==> config.mk <==
export PLATFORM = sky130hd
export DESIGN_NAME = token_station_top
export DESIGN_NICKNAME = d
export VERILOG_FILES = /design/src/rtl/station_proto_pkg.sv /design/src/rtl/servo_pkg.sv /design/src/rtl/dispense_if.sv /design/src/rtl/uart_tx.sv /design/src/rtl/token_dispenser.sv /design/src/rtl/dispenser_bank.sv /design/src/rtl/command_sequencer.sv /design/src/rtl/token_station_top.sv
export SDC_FILE = /design/constraint.sdc
export NUM_CORES = 1
export LEC_CHECK = 0
export ABC_AREA = 1
export BUFFER_PORTS_ARGS = -buffer_cell sky130_fd_sc_hd__buf_2
export CORE_AREA = 5 5 177 179
export CTS_CLUSTER_DIAMETER = 200
export DETAILED_ROUTE_END_ITERATION = 12
export DIE_AREA = 0 0 182 184
export PLACE_DENSITY = 0.51
export SLEW_MARGIN = 20
export SYNTH_ARGS = -nofsm -noshare
export SYNTH_HDL_FRONTEND = slang
export SYNTH_SLANG_ARGS = --single-unit
==> constraint.sdc <==
create_clock -name clk50m -period 4.5 [get_ports clk50m]
set_input_delay 0.225 -clock clk50m [delete_from_list [all_inputs] [get_ports clk50m]]
set_output_delay 0.225 -clock clk50m [all_outputs]
set_load 0.02 [all_outputs]
==> src/rtl/station_proto_pkg.sv <==
// command protocol definitions for the token station
// byte type, verb codes, response codes and sequencer states

package station_proto_pkg;

	typedef logic [7:0] byte_t;

	// verbs accepted in the first command byte
	typedef enum logic [7:0] {
		v_reset = 8'd0,
		v_ping  = 8'd2,
		v_go    = 8'd6
	} verb_t;

	typedef enum logic [7:0] {
		r_init  = 8'd1,
		r_error = 8'd2,
		r_done  = 8'd3,
		r_ack   = 8'd4,
		r_pong  = 8'd5
	} resp_t;

	typedef enum logic [3:0] {
		st_init, st_verb, st_red, st_blue, st_green, st_decode,
		st_echo, st_start, st_wait_done,
		st_send, st_busy_rise, st_busy_fall // shared transmit path
	} seq_state_t;

endpackage

==> src/rtl/servo_pkg.sv <==
// servo and dispenser types
// token count, pulse width and pwm frame counter

package servo_pkg;

	// tokens per dispenser, low nibble of a command argument
	typedef logic [3:0] token_count_t;

	typedef logic [15:0] servo_pos_t; // pulse width in clocks

	// position inside one pwm frame
	typedef logic [15:0] pwm_count_t;

endpackage

==> src/rtl/dispense_if.sv <==
// handshake between command sequencer and dispenser bank
// start pulse with three token counts, sticky done back

interface dispense_if;

	logic start; // one cycle, counts valid with it
	servo_pkg::token_count_t red_count;
	servo_pkg::token_count_t blue_count;
	servo_pkg::token_count_t green_count;
	logic done; // held until next start

	modport seq (
		output start, red_count, blue_count, green_count,
		input  done
	);

	modport bank (
		input  start, red_count, blue_count, green_count,
		output done
	);

endinterface

==> src/rtl/uart_tx.sv <==
// 8-N-1 serial transmitter
// start bit, eight data bits lsb first, stop bit
// busy from the cycle after tx_start until the stop bit ends

module uart_tx #(
	parameter int clks_per_bit = 434
) (
	input  logic                     clk50m,
	input  logic                     reset,
	input  logic                     tx_start,
	input  station_proto_pkg::byte_t tx_data,
	output logic                     tx_line,
	output logic                     tx_busy
);

	localparam int cnt_w = (clks_per_bit > 1) ? $clog2(clks_per_bit) : 1;

	logic [cnt_w-1:0] baud_cnt;
	logic [3:0] bit_idx; // 0 start, 1..8 data, 9 stop
	logic [8:0] shift_q;
	logic bit_end;

	assign bit_end = (baud_cnt == cnt_w'(clks_per_bit - 1));

	always_ff @(posedge clk50m or negedge reset) begin
		if (!reset) begin
			tx_line  <= 1'b1;
			tx_busy  <= 1'b0;
			baud_cnt <= '0;
			bit_idx  <= '0;
			shift_q  <= '1;
		end else if (!tx_busy) begin
			tx_line <= 1'b1;
			if (tx_start) begin
				shift_q  <= {1'b1, tx_data}; // stop bit rides in behind the data
				tx_line  <= 1'b0;
				tx_busy  <= 1'b1;
				baud_cnt <= '0;
				bit_idx  <= '0;
			end
		end else if (bit_end) begin
			baud_cnt <= '0;
			if (bit_idx == 4'd9) begin
				tx_busy <= 1'b0;
				tx_line <= 1'b1;
			end else begin
				bit_idx <= bit_idx + 4'd1;
				tx_line <= shift_q[0];
				shift_q <= {1'b1, shift_q[8:1]};
			end
		end else begin
			baud_cnt <= baud_cnt + 1'b1;
		end
	end

	// line idles high between frames
	a_idle_high: assert property (
		@(posedge clk50m) disable iff (!reset) !tx_busy |-> tx_line
	);

endmodule

==> src/rtl/token_dispenser.sv <==
// one servo dispenser
// pwm frame generator plus a counted eject/retract stroke loop
// done pulses for one cycle after the last stroke

module token_dispenser #(
	parameter int                    pwm_period    = 50000,
	parameter servo_pkg::servo_pos_t pulse_in      = 16'd20000,
	parameter servo_pkg::servo_pos_t pulse_out     = 16'd45000,
	parameter int                    stroke_frames = 20
) (
	input  logic                    clk50m,
	input  logic                    reset,
	input  logic                    start,
	input  servo_pkg::token_count_t count,
	output logic                    pwm_out,
	output logic                    done
);

	localparam int tally_w = (stroke_frames > 1) ? $clog2(stroke_frames) : 1;

	typedef enum logic [1:0] {idle, eject, retract} disp_state_t;

	disp_state_t state;
	servo_pkg::pwm_count_t frame_cnt;
	logic [tally_w-1:0] tally; // frames spent at the current position
	servo_pkg::token_count_t remaining;
	logic frame_end;
	logic stroke_end;

	assign frame_end  = (frame_cnt == servo_pkg::pwm_count_t'(pwm_period - 1));
	assign stroke_end = frame_end && (tally == tally_w'(stroke_frames - 1));

	// pulse width follows the current position
	assign pwm_out = (frame_cnt < ((state == eject) ? pulse_out : pulse_in));

	always_ff @(posedge clk50m or negedge reset) begin
		if (!reset)
			frame_cnt <= '0;
		else if (start || frame_end)
			frame_cnt <= '0; // realign frames on start
		else
			frame_cnt <= frame_cnt + 1'b1;
	end

	always_ff @(posedge clk50m or negedge reset) begin
		if (!reset) begin
			state     <= idle;
			tally     <= '0;
			remaining <= '0;
			done      <= 1'b0;
		end else begin
			done <= 1'b0;
			if (start) begin
				tally     <= '0;
				remaining <= count;
				if (count == '0) begin
					state <= idle;
					done  <= 1'b1; // nothing to push
				end else begin
					state <= eject;
				end
			end else begin
				case (state)
					eject: begin
						if (stroke_end) begin
							tally <= '0;
							state <= retract;
						end else if (frame_end) begin
							tally <= tally + 1'b1;
						end
					end
					retract: begin
						if (stroke_end) begin
							tally     <= '0;
							remaining <= remaining - 1'b1;
							if (remaining == servo_pkg::token_count_t'(1)) begin
								state <= idle;
								done  <= 1'b1;
							end else begin
								state <= eject;
							end
						end else if (frame_end) begin
							tally <= tally + 1'b1;
						end
					end
					default: ;
				endcase
			end
		end
	end

endmodule

==> src/rtl/dispenser_bank.sv <==
// red, blue and green dispensers behind one start/done handshake
// counts latched on start, per channel finished flags

module dispenser_bank #(
	parameter int                    pwm_period    = 50000,
	parameter servo_pkg::servo_pos_t pulse_in      = 16'd20000,
	parameter servo_pkg::servo_pos_t pulse_out     = 16'd45000,
	parameter int                    stroke_frames = 20
) (
	input  logic       clk50m,
	input  logic       reset,
	dispense_if.bank   dsp,
	output logic [2:0] pwm // red, blue, green
);

	servo_pkg::token_count_t red_q;
	servo_pkg::token_count_t blue_q;
	servo_pkg::token_count_t green_q;
	logic go_q; // start delayed to line up with the latched counts
	logic [2:0] ch_done;
	logic [2:0] finished;

	always_ff @(posedge clk50m) begin
		if (dsp.start) begin
			red_q   <= dsp.red_count;
			blue_q  <= dsp.blue_count;
			green_q <= dsp.green_count;
		end
	end

	always_ff @(posedge clk50m or negedge reset) begin
		if (!reset) begin
			go_q     <= 1'b0;
			finished <= '0;
		end else begin
			go_q <= dsp.start;
			if (dsp.start)
				finished <= '0;
			else
				finished <= finished | ch_done; // sticky until next start
		end
	end

	assign dsp.done = &finished;

	token_dispenser #(
		.pwm_period(pwm_period), .pulse_in(pulse_in),
		.pulse_out(pulse_out), .stroke_frames(stroke_frames)
	) u_red (
		.clk50m(clk50m), .reset(reset), .start(go_q), .count(red_q),
		.pwm_out(pwm[0]), .done(ch_done[0])
	);

	token_dispenser #(
		.pwm_period(pwm_period), .pulse_in(pulse_in),
		.pulse_out(pulse_out), .stroke_frames(stroke_frames)
	) u_blue (
		.clk50m(clk50m), .reset(reset), .start(go_q), .count(blue_q),
		.pwm_out(pwm[1]), .done(ch_done[1])
	);

	token_dispenser #(
		.pwm_period(pwm_period), .pulse_in(pulse_in),
		.pulse_out(pulse_out), .stroke_frames(stroke_frames)
	) u_green (
		.clk50m(clk50m), .reset(reset), .start(go_q), .count(green_q),
		.pwm_out(pwm[2]), .done(ch_done[2])
	);

endmodule

==> src/rtl/command_sequencer.sv <==
// command sequencer for the token station
// collects verb plus three argument bytes, decodes the verb
// and steps through the reply bytes over one shared send path
// starts the dispenser bank for a go command

module command_sequencer (
	input  logic                      clk50m,
	input  logic                      reset,
	input  station_proto_pkg::byte_t  data,
	input  logic                      data_trig,
	input  logic                      tx_busy,
	output logic                      tx_start,
	output station_proto_pkg::byte_t  tx_data,
	dispense_if.seq                   dsp
);

	station_proto_pkg::seq_state_t state;
	station_proto_pkg::seq_state_t ret_state; // where to go after a send
	station_proto_pkg::byte_t verb_q;
	servo_pkg::token_count_t red_q;
	servo_pkg::token_count_t blue_q;
	servo_pkg::token_count_t green_q;

	assign dsp.start       = (state == station_proto_pkg::st_start);
	assign dsp.red_count   = red_q;
	assign dsp.blue_count  = blue_q;
	assign dsp.green_count = green_q;

	// command bytes are only taken while waiting for them
	always_ff @(posedge clk50m) begin
		if (data_trig) begin
			case (state)
				station_proto_pkg::st_verb:  verb_q  <= data;
				station_proto_pkg::st_red:   red_q   <= data[3:0];
				station_proto_pkg::st_blue:  blue_q  <= data[3:0];
				station_proto_pkg::st_green: green_q <= data[3:0];
				default: ;
			endcase
		end
	end

	always_ff @(posedge clk50m or negedge reset) begin
		if (!reset) begin
			state     <= station_proto_pkg::st_init;
			ret_state <= station_proto_pkg::st_verb;
			tx_start  <= 1'b0;
			tx_data   <= '0;
		end else begin
			tx_start <= 1'b0;
			case (state)
				station_proto_pkg::st_init: begin // startup announcement
					tx_data   <= station_proto_pkg::r_init;
					ret_state <= station_proto_pkg::st_verb;
					state     <= station_proto_pkg::st_send;
				end
				station_proto_pkg::st_verb: begin
					if (data_trig)
						state <= station_proto_pkg::st_red;
				end
				station_proto_pkg::st_red: begin
					if (data_trig)
						state <= station_proto_pkg::st_blue;
				end
				station_proto_pkg::st_blue: begin
					if (data_trig)
						state <= station_proto_pkg::st_green;
				end
				station_proto_pkg::st_green: begin
					if (data_trig)
						state <= station_proto_pkg::st_decode;
				end
				station_proto_pkg::st_decode: begin
					ret_state <= station_proto_pkg::st_verb;
					state     <= station_proto_pkg::st_send;
					case (verb_q)
						station_proto_pkg::v_reset: state <= station_proto_pkg::st_init;
						station_proto_pkg::v_ping: tx_data <= station_proto_pkg::r_pong;
						station_proto_pkg::v_go: begin
							tx_data   <= station_proto_pkg::r_ack;
							ret_state <= station_proto_pkg::st_echo;
						end
						default: tx_data <= station_proto_pkg::r_error; // unknown verb
					endcase
				end
				station_proto_pkg::st_echo: begin
					tx_data   <= verb_q;
					ret_state <= station_proto_pkg::st_start;
					state     <= station_proto_pkg::st_send;
				end
				station_proto_pkg::st_start: begin
					state <= station_proto_pkg::st_wait_done; // start pulse is this state
				end
				station_proto_pkg::st_wait_done: begin
					if (dsp.done) begin
						tx_data   <= station_proto_pkg::r_done;
						ret_state <= station_proto_pkg::st_verb;
						state     <= station_proto_pkg::st_send;
					end
				end
				station_proto_pkg::st_send: begin
					if (!tx_busy) begin
						tx_start <= 1'b1;
						state    <= station_proto_pkg::st_busy_rise;
					end
				end
				station_proto_pkg::st_busy_rise: begin
					if (tx_busy)
						state <= station_proto_pkg::st_busy_fall;
				end
				station_proto_pkg::st_busy_fall: begin
					if (!tx_busy)
						state <= ret_state; // byte is out
				end
				default: state <= station_proto_pkg::st_init;
			endcase
		end
	end

	// a byte is never handed over while the transmitter is still busy
	a_tx_start_idle: assert property (
		@(posedge clk50m) disable iff (!reset) tx_start |-> !tx_busy
	);

	// dispense start is a single cycle pulse and the bank drops done on it
	a_start_pulse: assert property (
		@(posedge clk50m) disable iff (!reset) dsp.start |=> !dsp.start && !dsp.done
	);

endmodule

==> src/rtl/token_station_top.sv <==
// token station top level
// command sequencer, serial transmitter and dispenser bank
// defaults are for 50 MHz and 115200 baud

module token_station_top #(
	parameter int                    clks_per_bit  = 434,
	parameter int                    pwm_period    = 50000, // 1 ms frame
	parameter servo_pkg::servo_pos_t pulse_in      = 16'd20000,
	parameter servo_pkg::servo_pos_t pulse_out     = 16'd45000,
	parameter int                    stroke_frames = 20
) (
	input  logic                     clk50m,
	input  logic                     reset,
	input  station_proto_pkg::byte_t data,
	input  logic                     data_trig,
	output logic                     serial_return,
	output logic                     txbusy,
	output logic [2:0]               pwm
);

	logic tx_start;
	station_proto_pkg::byte_t tx_data;

	dispense_if dsp_bus ();

	command_sequencer u_seq (
		.clk50m(clk50m), .reset(reset), .data(data), .data_trig(data_trig),
		.tx_busy(txbusy), .tx_start(tx_start), .tx_data(tx_data), .dsp(dsp_bus.seq)
	);

	uart_tx #(.clks_per_bit(clks_per_bit)) u_tx (
		.clk50m(clk50m), .reset(reset), .tx_start(tx_start), .tx_data(tx_data),
		.tx_line(serial_return), .tx_busy(txbusy)
	);

	dispenser_bank #(
		.pwm_period(pwm_period), .pulse_in(pulse_in),
		.pulse_out(pulse_out), .stroke_frames(stroke_frames)
	) u_bank (
		.clk50m(clk50m), .reset(reset), .dsp(dsp_bus.bank), .pwm(pwm)
	);

endmodule

==> impl_metrics.env, run 1 <==
export IMPL_dr_total_vias=6632
export IMPL_post_route_min_period_ns=2.569
export IMPL_synth_flop_cell="dfrtp_1"
export IMPL_clock_sinks=158
export IMPL_wire_per_inst_um=11.95
export IMPL_final_layout_size_suffix_gt1_share_pct=12.00
export IMPL_synth_cells=1039
export IMPL_vias_per_cell=4.527
export IMPL_synth_top_area_share_pct=33.10
export IMPL_critPathKind="reg -> out"
export IMPL_io_pins=16
export IMPL_required_ns=4.28
export IMPL_cts_repair_timing_setup_buffer_count=0
export IMPL_ir_drop_uv=291.2
export IMPL_post_dp_cell_area_sq_um=9206
export IMPL_critPathCaptureType="output port"
export IMPL_outcome="finished clean"
export IMPL_path_clk_slew_ns=0.07
export IMPL_ant_nets=0
export IMPL_coreArea_sq_um=29400
export IMPL_insertion_delay_ns=0.43
export IMPL_hp_class="in -> reg"
export IMPL_portBuffers=15
export IMPL_reg2reg_slack_ns=2.45
export IMPL_maxCapViolCount=0
export IMPL_ys_seq_area_share_pct=47.05
export IMPL_ys_ff_latch=158
export IMPL_rows=63
export IMPL_num_nets_final=1113
export IMPL_tightest_slew_ns=1.038
export IMPL_final_max_slew_viol_count=0
export IMPL_drt_total_wl_um=17500
export IMPL_grt_max_degree=76
export IMPL_synth_most_common_cell="nand2_1"
export IMPL_grt_pass1_wl_um=30760
export IMPL_whs_ns=0.05197
export IMPL_ctsRootBufferMaster="clkbuf_16"
export IMPL_fill_cells=3051
export IMPL_cts_made_buffers=17
export IMPL_power_leakage_nw=4.442
export IMPL_finClkSkew_ns=0.01118
export IMPL_gp_congestion=0.7989
export IMPL_setup_viol=0
export IMPL_hpwlAfterDp_um=12310
export IMPL_design_area_sq_um=9828
export IMPL_cts_repair_resize_count=0
export IMPL_cts_max_level=4
export IMPL_die_area_sq_um=33490
export IMPL_drc=0
export IMPL_track_usage_pct=10.98
export IMPL_start_kind="flip-flop"
export IMPL_die_y_um=184
export IMPL_synthTopCellsByArea="dfrtp_1, edfxtp_1, nand2_1"
export IMPL_setup_tns_ns=0
export IMPL_first_pass_iters=5
export IMPL_antenna_found_initial=0
export IMPL_initial_core_util_pct=29.83
export IMPL_die_w_um=182
export IMPL_overflow=0
export IMPL_synthTopCellsByCount="nand2_1, nor2_1, dfrtp_1"
export IMPL_synthToLayoutAreaGrowth_pct=12.07
export IMPL_drt_initial_drc_count=367
export IMPL_hold_viol=0
export IMPL_arrival_ns=2.34
export IMPL_cts_tree="done"
export IMPL_fmax_mhz=389.3
export IMPL_synthArstFlopShare_pct=79.75
export IMPL_hold_buffers=6
export IMPL_path_max_fanout=6
export IMPL_syn_avg_cell_area_sq_um=8.440
export IMPL_synth_cell_type_count=45
export IMPL_cts_max_path_buffers=2
export IMPL_pwr_density_cell_nw_per_um2=501.5
export IMPL_grt_pass1_vias=6370
export IMPL_synth_edff_count=32
export IMPL_synth_net_count=1090
export IMPL_rsz0062_at_grt="no"
export IMPL_synth_top_area_cell="dfrtp_1"
export IMPL_synth_area_sq_um=8770
export IMPL_timing_final_crit_share_pct=57.08
export IMPL_ys_warn_count=0
export IMPL_relSlewSlack_pct=30.25
export IMPL_diodes=0
worst paths after layout:
kind,from,end,depth (start not counted)
setup / recovery,u_bank.u_green.state[1]$_DFFE_PN0P_,pwm[2],10
hold / removal,data[1],u_seq.verb_q[1]$_DFFE_PP_,1
setup reg to reg,u_bank.go_q$_DFF_PN0_,u_bank.u_red.remaining[3]$_DFFE_PN0P_,6
hold reg to reg,u_seq.dsp.blue_count[0]$_DFFE_PP_,u_bank.blue_q[0]$_DFFE_PN_,0
max in group asynchronous,reset,u_tx.bit_idx[2]$_DFFE_PN0P_,3
min in group asynchronous,reset,u_seq.state[2]$_DFFE_PN0P_,2
cells by family (layout without fill, tap and decap cells):
kind of cell             count (synthesis)  count (layout)  share of synthesized area (%)
AND/OR/NAND/NOR                        578             578                          30.08
flip-flops                             158             158                          47.05
buffers and inverters                  123             159                          6.221
AO/OA/AOI/OAI                          101             101                          6.949
adder cells (fa/ha/maj)                 40              40                          5.707
XOR/XNOR                                32              32                          3.196
multiplexers                             7               7                         0.7990
cells in the final DEF (no fill, tap or decap), types with 6 or more instances in the layout:
cell type and count:
nand4_1 13, nor3_1 27, mux2i_1 7, nand2_4 7, inv_2 7, inv_1 94
dfrtp_1 116, o21ai_1 18, nand2_2 10, dfstp_2 10, buf_2 14, o22ai_1 6
nand3_1 80, ha_1 40, xor2_1 29, a21oi_1 23, nor2_2 7, o21ai_2 15
edfxtp_1 32, nand2_1 235, nor3b_1 9, dlygate4sd3_1 6, clkbuf_16 17, or2_2 9
nor2_1 158, o21ai_0 24
where the power goes:
| part | leakage [nW] | switching [mW] | internal, mW |
|---|---|---|---|
| Clock | 0.281 | 0.626 | 0.773 |
| Sequential | 1.91 | 0.290 | 1.74 |
| Combinational | 2.25 | 0.946 | 0.556 |
per-layer routing:
layer | share of wire [%] | GRT usage, % | vias to the layer above | wire length (um)
li1 | - | - | 3440 | -
met1 | 50 | 14.95 | 3083 | 8733
met2 | 46 | 17.74 | 89 | 7991
met3 | 3.3 | 2.374 | 20 | 581
met4 | 1.1 | 3.092 | 0 | 196
met5 | 0 | 0 | - | 0
layout make-up:
| cell class | count | area, sq um | share of cell area (%) |
|---|---|---|---|
| timing repair buffer | 25 | 171.4 | 1.744 |
| tap | 390 | 488.0 | 4.965 |
| sequential | 158 | 4126 | 41.99 |
| clock inverter | 14 | 132.6 | 1.349 |
| multi-input combinational | 758 | 4098 | 41.69 |
| clock buffer | 18 | 429.2 | 4.367 |
| inverter | 102 | 382.9 | 3.896 |
registers in the layout, summed over array words and instances, names as in the netlist, 8 cells and up:
| register | cells |
|---|---|
| u_tx.baud_cnt | 9 |
| u_seq.tx_data | 8 |
| u_bank.u_green.frame_cnt | 16 |
| u_bank.u_red.frame_cnt | 16 |
| u_tx.shift_q | 8 |
| u_bank.u_blue.frame_cnt | 16 |
| u_seq.verb_q | 8 |
critical path, stage by stage (launching register included):
cell and delay (ns):
dfrtp_1 0.40, inv_1 0.09, ha_1 0.25, inv_1 0.16
ha_1 0.32, a21oi_1 0.15, nor2_1 0.06, nor2_1 0.08
nand3_1 0.07, a21oi_1 0.14, buf_2 0.19
per-stage QoR:
stage | std cells | util (%) | worst slack, ns | power [mW]
4_1_cts | 1465 | 33.43 | 1.900 | 4.997
3_3_place_gp | 1427 | 31.31 | 2.398 | 3.532
6_report | 1465 | 33.43 | 1.931 | 4.928
2_1_floorplan | 1039 | - | 2.569 | 3.219
3_5_place_dp | 1427 | 31.31 | 2.381 | 3.555
5_1_grt | 1465 | 33.43 | 1.679 | 5.331
No activity file was read; power rests on OpenSTA's default activity.
==> run 2, diff against run 1 <==
==> constraint.sdc (replaced) <==
create_clock -name clk50m -period 2.5 [get_ports clk50m]
set_input_delay 0.125 -clock clk50m [delete_from_list [all_inputs] [get_ports clk50m]]
set_output_delay 0.125 -clock clk50m [all_outputs]
set_load 0.02 [all_outputs]
==> run 2 against run 1 <==
Against the previous run:
- combinational power rose by 83%
- critical endpoint is now pwm[1]
- highest routed layer unchanged
- first-iteration DRC count fell by 4.6%
- routed wire length barely moved
- worst setup slack got worse by 1.8 ns
- count of clock-buffer cells in the layout fell by 1
- largest cell class is now multi-input combinational cells
- die area did not move
==> impl_metrics.env, run 2 (synthesized netlist as in run 1, its figures left out) <==
export IMPL_finClkSkew_ns=0.01001
export IMPL_overflow=0
export IMPL_drt_total_wl_um=17510
export IMPL_hpwlAfterDp_um=12230
export IMPL_die_w_um=182
export IMPL_first_pass_iters=5
export IMPL_track_usage_pct=10.99
export IMPL_outcome="finished clean"
export IMPL_cts_repair_timing_setup_buffer_count=0
export IMPL_path_cells="inv_1 > ha_4 > inv_2 > ha_1 > inv_1 > nor2_1 > nand3_1 > nor2_1 > nand2_1 > nand3_1 > a21oi_1 > buf_2"
export IMPL_whs_ns=0.2450
export IMPL_vias_per_cell=4.532
export IMPL_rows=63
export IMPL_ir_drop_uv=442.0
export IMPL_reg_top3="u_bank.u_blue.frame_cnt: 16 flops, u_bank.u_green.frame_cnt: 16 flops, u_bank.u_red.frame_cnt: 16 flops"
export IMPL_finalPower_mw=9.045
export IMPL_final_common_cell="nand2_1"
export IMPL_io_pins=16
export IMPL_diodes=0
export IMPL_dr_total_vias=6676
export IMPL_initial_core_util_pct=29.83
export IMPL_ant_nets=0
export IMPL_gp_congestion=0.7944
export IMPL_hold_viol=0
export IMPL_max_stage_delay_ns=0.39
export IMPL_setup_tns_ns=0
export IMPL_ctsRootBufferMaster="clkbuf_16"
export IMPL_wire_per_inst_um=11.89
export IMPL_maxCapViolCount=0
export IMPL_cts_made_buffers=17
export IMPL_drc=0
export IMPL_post_route_min_period_ns=2.326
export IMPL_grt_pass1_wl_um=30820
export IMPL_synthToLayoutAreaGrowth_pct=13.91
export IMPL_clock_sinks=158
export IMPL_num_nets_final=1121
export IMPL_start_kind="flip-flop"
export IMPL_cpLargestDelayFamily="adder cells"
export IMPL_portBuffers=15
export IMPL_arrival_ns=2.20
export IMPL_critPathCaptureType="output port"
export IMPL_die_y_um=184
export IMPL_cts_max_level=4
export IMPL_grt_pass1_vias=6605
export IMPL_pwr_density_cell_nw_per_um2=905.5
export IMPL_final_cell_mix="nand2_1, nor2_1, dfrtp_1"
export IMPL_path_clk_slew_ns=0.07
export IMPL_antenna_found_initial=0
export IMPL_setup_viol=0
export IMPL_cts_tree="done"
export IMPL_hp_class="in -> async"
export IMPL_fmax_mhz=429.8
export IMPL_slowest_stage="dfrtp_1"
export IMPL_grt_max_degree=66
export IMPL_coreArea_sq_um=29400
export IMPL_die_area_sq_um=33490
export IMPL_rsz0062_at_grt="yes"
export IMPL_design_area_sq_um=9990
export IMPL_tightest_slew_ns=0.6402
export IMPL_critPathKind="reg -> out"
export IMPL_power_leakage_nw=4.486
export IMPL_cts_max_path_buffers=2
export IMPL_crit_buf_inv=4
export IMPL_timing_final_crit_share_pct=93.06
export IMPL_stdcell_count=1473
export IMPL_insertion_delay_ns=0.43
export IMPL_relSlewSlack_pct=57.32
export IMPL_post_dp_cell_area_sq_um=9249
export IMPL_final_max_slew_viol_count=0
export IMPL_dp_cells=1431
export IMPL_required_ns=2.38
export IMPL_drt_initial_drc_count=350
export IMPL_final_layout_size_suffix_gt1_share_pct=13.11
export IMPL_path_max_fanout=7
==> run 2: cell types whose count changed in the layout (fill, tap and decap cells not counted), moves of 2 or more <==
cell | before | now
ha_4 | 0 | 3
clkinv_2 | 3 | 1
inv_1 | 94 | 91
nor3b_2 | 0 | 2
clkinv_4 | 3 | 1
clkinvlp_4 | 0 | 2
inv_2 | 7 | 10
ha_1 | 40 | 37
nor3b_1 | 9 | 7
buf_4 | 4 | 8
dlygate4sd3_1 | 6 | 10
==> run 2: worst paths after layout <==
kind | startpoint | to | slack (ns) | cells after the start
max reg2reg | u_bank.u_red.frame_cnt[0]$_DFF_PN0_ | u_bank.u_red.remaining[3]$_DFFE_PN0P_ | 0.65 | 9
min reg2reg | u_seq.dsp.blue_count[1]$_DFFE_PP_ | u_bank.blue_q[1]$_DFFE_PN_ | 0.42 | 0
min | reset | u_seq.state[3]$_DFFE_PN0P_ | 0.25 | 2
max in group asynchronous | reset | u_bank.u_blue.frame_cnt[1]$_DFF_PN0_ | 1.48 | 3
min in group clk50m | data[7] | u_seq.verb_q[7]$_DFFE_PP_ | 0.40 | 2
max | u_bank.u_blue.state[1]$_DFFE_PN0P_ | pwm[1] | 0.17 | 12
==> run 2: cell type report <==
type                       count  area, sq um
fill                        3049        19410
multi-input combinational    758         4149
sequential                   158         4126
tap                          390        488.0
clock buffer                  17        425.4
inverter                     102        382.9
timing repair buffer          33        256.5
clock inverter                15        161.4
==> run 2: report_power, final <==
group,switching [mW],internal [mW]
combinational,1.72,1.03
sequential,0.535,3.12
clock,1.14,1.49
total,3.40,5.65
==> run 2: per-layer routing <==
layer  wire length [um]  vias to the layer above  GRT usage, %
li1                   -                     3459             -
met1               8751                     3136         14.55
met2               8168                       65         18.16
met3                407                       16         2.572
met4                186                        0         3.002
met5                  0                        -             0
==> run 2: timing repair <==
action | in CTS | in global routing
gates resized for setup | 3 | 10
setup endpoints to repair | 3 | 3
hold buffers | 10 | 0
endpoints found under the hold margin | 75 | 0
==> run 2: through the flow <==
stage	util [%]	setup WS, ns
floorplan	-	0.6692
global placement	31.46	0.4462
detailed placement	31.46	0.4377
CTS	33.80	0.01163
global route	33.98	-0.05699
finish	33.98	0.1736
==> run 2: worst register-to-register path: stages, from the launching register on <==
cell and delay [ns]:
dfrtp_1 0.37, ha_1 0.17, nand2_1 0.10, inv_1 0.08, nand2_1 0.07, nor2_2 0.13, nand2_1 0.07, nand2_2 0.33
nand2_2 0.20, o21a_1 0.22
==> run 3, diff against run 2 <==
--- a/config.mk
+++ b/config.mk
@@ -5,12 +5,13 @@
 export SDC_FILE = /design/constraint.sdc
 export NUM_CORES = 1
 export LEC_CHECK = 0
-export ABC_AREA = 1
+export ABC_AREA = 0
 export BUFFER_PORTS_ARGS = -buffer_cell sky130_fd_sc_hd__buf_2
-export CORE_AREA = 5 5 177 179
+export CORE_AREA = 5 5 171 173
 export CTS_CLUSTER_DIAMETER = 200
+export CTS_CLUSTER_SIZE = 14
 export DETAILED_ROUTE_END_ITERATION = 12
-export DIE_AREA = 0 0 182 184
+export DIE_AREA = 0 0 176 178
 export PLACE_DENSITY = 0.51
 export SLEW_MARGIN = 20
 export SYNTH_ARGS = -nofsm -noshare
==> run 3 against run 2 <==
Against the previous run:
- via count decreased by 16%
- routed wire length is 7.5% lower
- combinational power shrank 43%
- critical path type unchanged
==> impl_metrics.env, run 3 <==
export IMPL_reg2reg_slack_ns=0.18
export IMPL_die_y_um=178
export IMPL_synthTopCellsByCount="dfrtp_1, nor2_1, nand2_1"
export IMPL_setup_tns_ns=0
export IMPL_post_dp_cell_area_sq_um=8735
export IMPL_cts_made_buffers=17
export IMPL_min_to="u_seq.state[0]$_DFFE_PN0P_"
export IMPL_ys_ff_latch=158
export IMPL_setup_viol=0
export IMPL_grt_use_met1_pct=14.75
export IMPL_path_clk_slew_ns=0.06
export IMPL_grt_busiest_layer="met2"
export IMPL_relSlewSlack_pct=57.25
export IMPL_synthToLayoutAreaGrowth_pct=16.59
export IMPL_grt_pass1_wl_um=28030
export IMPL_grt_pass1_vias=5656
export IMPL_drt_total_wl_um=16200
export IMPL_coreArea_sq_um=27480
export IMPL_ir_drop_uv=422.5
export IMPL_post_route_util_pct=34.56
export IMPL_fmax_mhz=421.2
export IMPL_insertion_delay_ns=0.42
export IMPL_synth_top_area_cell="dfrtp_1"
export IMPL_post_place_ws_ns=0.2191
export IMPL_hold_viol=0
export IMPL_ant_nets=0
export IMPL_hold_path_startpoint="data_trig"
export IMPL_grt_max_degree=63
export IMPL_rows=61
export IMPL_num_nets_final=878
export IMPL_arrival_ns=2.25
export IMPL_tightest_slew_ns=0.6343
export IMPL_io_pins=16
export IMPL_stdcell_count=1186
export IMPL_hp_class="in -> reg"
export IMPL_final_cell_mix="dfrtp_1, nor2_1, nand2_1"
export IMPL_required_ns=2.38
export IMPL_pwr_density_cell_nw_per_um2=793.3
export IMPL_die_area_sq_um=31330
export IMPL_dp_cells=1143
export IMPL_final_layout_size_suffix_gt1_share_pct=14.52
export IMPL_whs_ns=0.1429
export IMPL_cts_max_level=4
export IMPL_finClkSkew_ns=0.006834
export IMPL_holdPathStages=4
export IMPL_ys_seq_area_share_pct=50.67
export IMPL_start_kind="flip-flop"
export IMPL_reg2reg_to="u_bank.u_green.tally[0]$_DFFE_PN0P_"
export IMPL_antenna_found_initial=0
export IMPL_met3_usage_pct=2.480
export IMPL_vias_per_cell=4.747
export IMPL_synth_cell_type_count=70
export IMPL_cts_max_path_buffers=2
export IMPL_track_usage_pct=10.85
export IMPL_synth_cells=788
export IMPL_syn_avg_cell_area_sq_um=10.34
export IMPL_cts_tree="done"
export IMPL_critPathKind="reg -> out"
export IMPL_synth_flop_cell="dfrtp_1"
export IMPL_r2r_cells=6
export IMPL_synth_net_count=839
export IMPL_final_max_slew_viol_count=0
export IMPL_portBuffers=15
export IMPL_die_w_um=176
export IMPL_final_common_cell="dfrtp_1"
export IMPL_drt_initial_drc_count=259
export IMPL_wire_per_inst_um=13.66
export IMPL_gp_congestion=0.7946
export IMPL_overflow=0
export IMPL_critPathCaptureType="output port"
export IMPL_synth_edff_count=32
export IMPL_first_pass_iters=5
export IMPL_synth_most_common_cell="dfrtp_1"
export IMPL_path_max_fanout=9
export IMPL_design_area_sq_um=9495
export IMPL_synthArstFlopShare_pct=79.75
export IMPL_rsz0062_at_grt="no"
export IMPL_diodes=0
export IMPL_power_leakage_nw=3.944
export IMPL_hpwlAfterDp_um=10930
export IMPL_clock_sinks=158
export IMPL_maxCapViolCount=0
export IMPL_ys_warn_count=0
export IMPL_use_met2_pct=17.46
export IMPL_synthTopCellsByArea="dfrtp_1, edfxtp_1, ha_1"
export IMPL_outcome="finished clean"
export IMPL_dr_total_vias=5630
export IMPL_finalPower_mw=7.533
export IMPL_drc=0
export IMPL_initial_core_util_pct=29.64
export IMPL_post_route_min_period_ns=2.374
export IMPL_regToRegStartpoint="u_bank.u_green.frame_cnt[5]$_DFF_PN0_"
export IMPL_synth_area_sq_um=8144
export IMPL_timing_final_crit_share_pct=94.97
export IMPL_reg_top3="u_bank.u_blue.frame_cnt: 16 flops, u_bank.u_green.frame_cnt: 16 flops, u_bank.u_red.frame_cnt: 16 flops"
export IMPL_synth_top_area_share_pct=35.64
export IMPL_ctsRootBufferMaster="clkbuf_16"
export IMPL_fin_ws_ns=0.1256
-- run 3: cell types whose count changed in the layout (fill, tap and decap cells not counted), sizes merged, moves of 14 or more --
| cell | previous run | this run |
|---|---|---|
| nand2 | 253 | 46 |
| inv | 107 | 42 |
| nand3 | 86 | 34 |
| buf | 23 | 41 |
| xnor2 | 3 | 30 |
| o21ai | 57 | 43 |
| nor2 | 169 | 109 |
| nor2b | 0 | 14 |
-- run 3: repair_timing --
item,in CTS,in global routing
setup endpoints to repair,2,3
hold buffers,9,0
hold endpoints to repair,79,0
pin swaps,0,3
resized for setup,6,10
setup buffers,0,2
-- run 3: critical path, stage by stage, from the launching register on --
cell and delay (ns):
dfrtp_1 0.38, inv_2 0.08, ha_4 0.15, inv_2 0.10
ha_1 0.22, a21o_1 0.18, nand3_1 0.09, nand2_1 0.07
o41ai_2 0.35, buf_4 0.20
-- run 3: final cells by class --
type                    instances  area, sq um
clock buffers                  18        429.2
clock inverters                14        157.7
fillers                      2770        17980
inverters                      37        138.9
multi-input cells             563         3814
flip-flops and latches        158         4129
well taps                     346        432.9
repair buffers                 50        394.1
-- run 3: how the worst max path moves through the flow --
stage	start	slack [ns]	endpoint	cells past startpoint
5_1_grt	u_bank.u_red.state[1]$_DFFE_PN0P_	0.0006	pwm[0]	9
3_3_place_gp	u_bank.u_green.frame_cnt[5]$_DFF_PN0_	0.26	u_bank.u_green.remaining[1]$_DFFE_PN0P_	6
6_report	u_bank.u_red.state[1]$_DFFE_PN0P_	0.13	pwm[0]	9
2_1_floorplan	u_bank.u_green.frame_cnt[7]$_DFF_PN0_	0.30	u_bank.u_green.state[1]$_DFFE_PN0P_	6
4_1_cts	u_bank.u_green.state[1]$_DFFE_PN0P_	0.01	pwm[2]	9
3_5_place_dp	u_bank.u_green.frame_cnt[5]$_DFF_PN0_	0.22	u_bank.u_green.remaining[1]$_DFFE_PN0P_	6
-- run 3: power breakdown --
group          switching (mW)  leakage (nW)  internal (mW)
Sequential              0.376          1.91           2.99
Clock                    1.10         0.285           1.49
Combinational           0.852          1.75          0.723
-- run 3: metal layers --
layer  wire [um]  vias up
li1            -     2870
met1        8148     2697
met2        7529       51
met3         355       12
met4         170        0
met5           0        -
-- run 3: logic make-up after synthesis --
| kind of cell | Yosys count | synth area share, % |
|---|---|---|
| XOR/XNOR | 56 | 6.022 |
| adder cells (fa/ha/maj) | 41 | 6.268 |
| flip-flops | 158 | 50.67 |
| AO/OA/AOI/OAI | 124 | 9.940 |
| buffers and inverters | 67 | 3.395 |
| multiplexers | 18 | 2.351 |
| AND/OR/NAND/NOR | 324 | 21.36 |
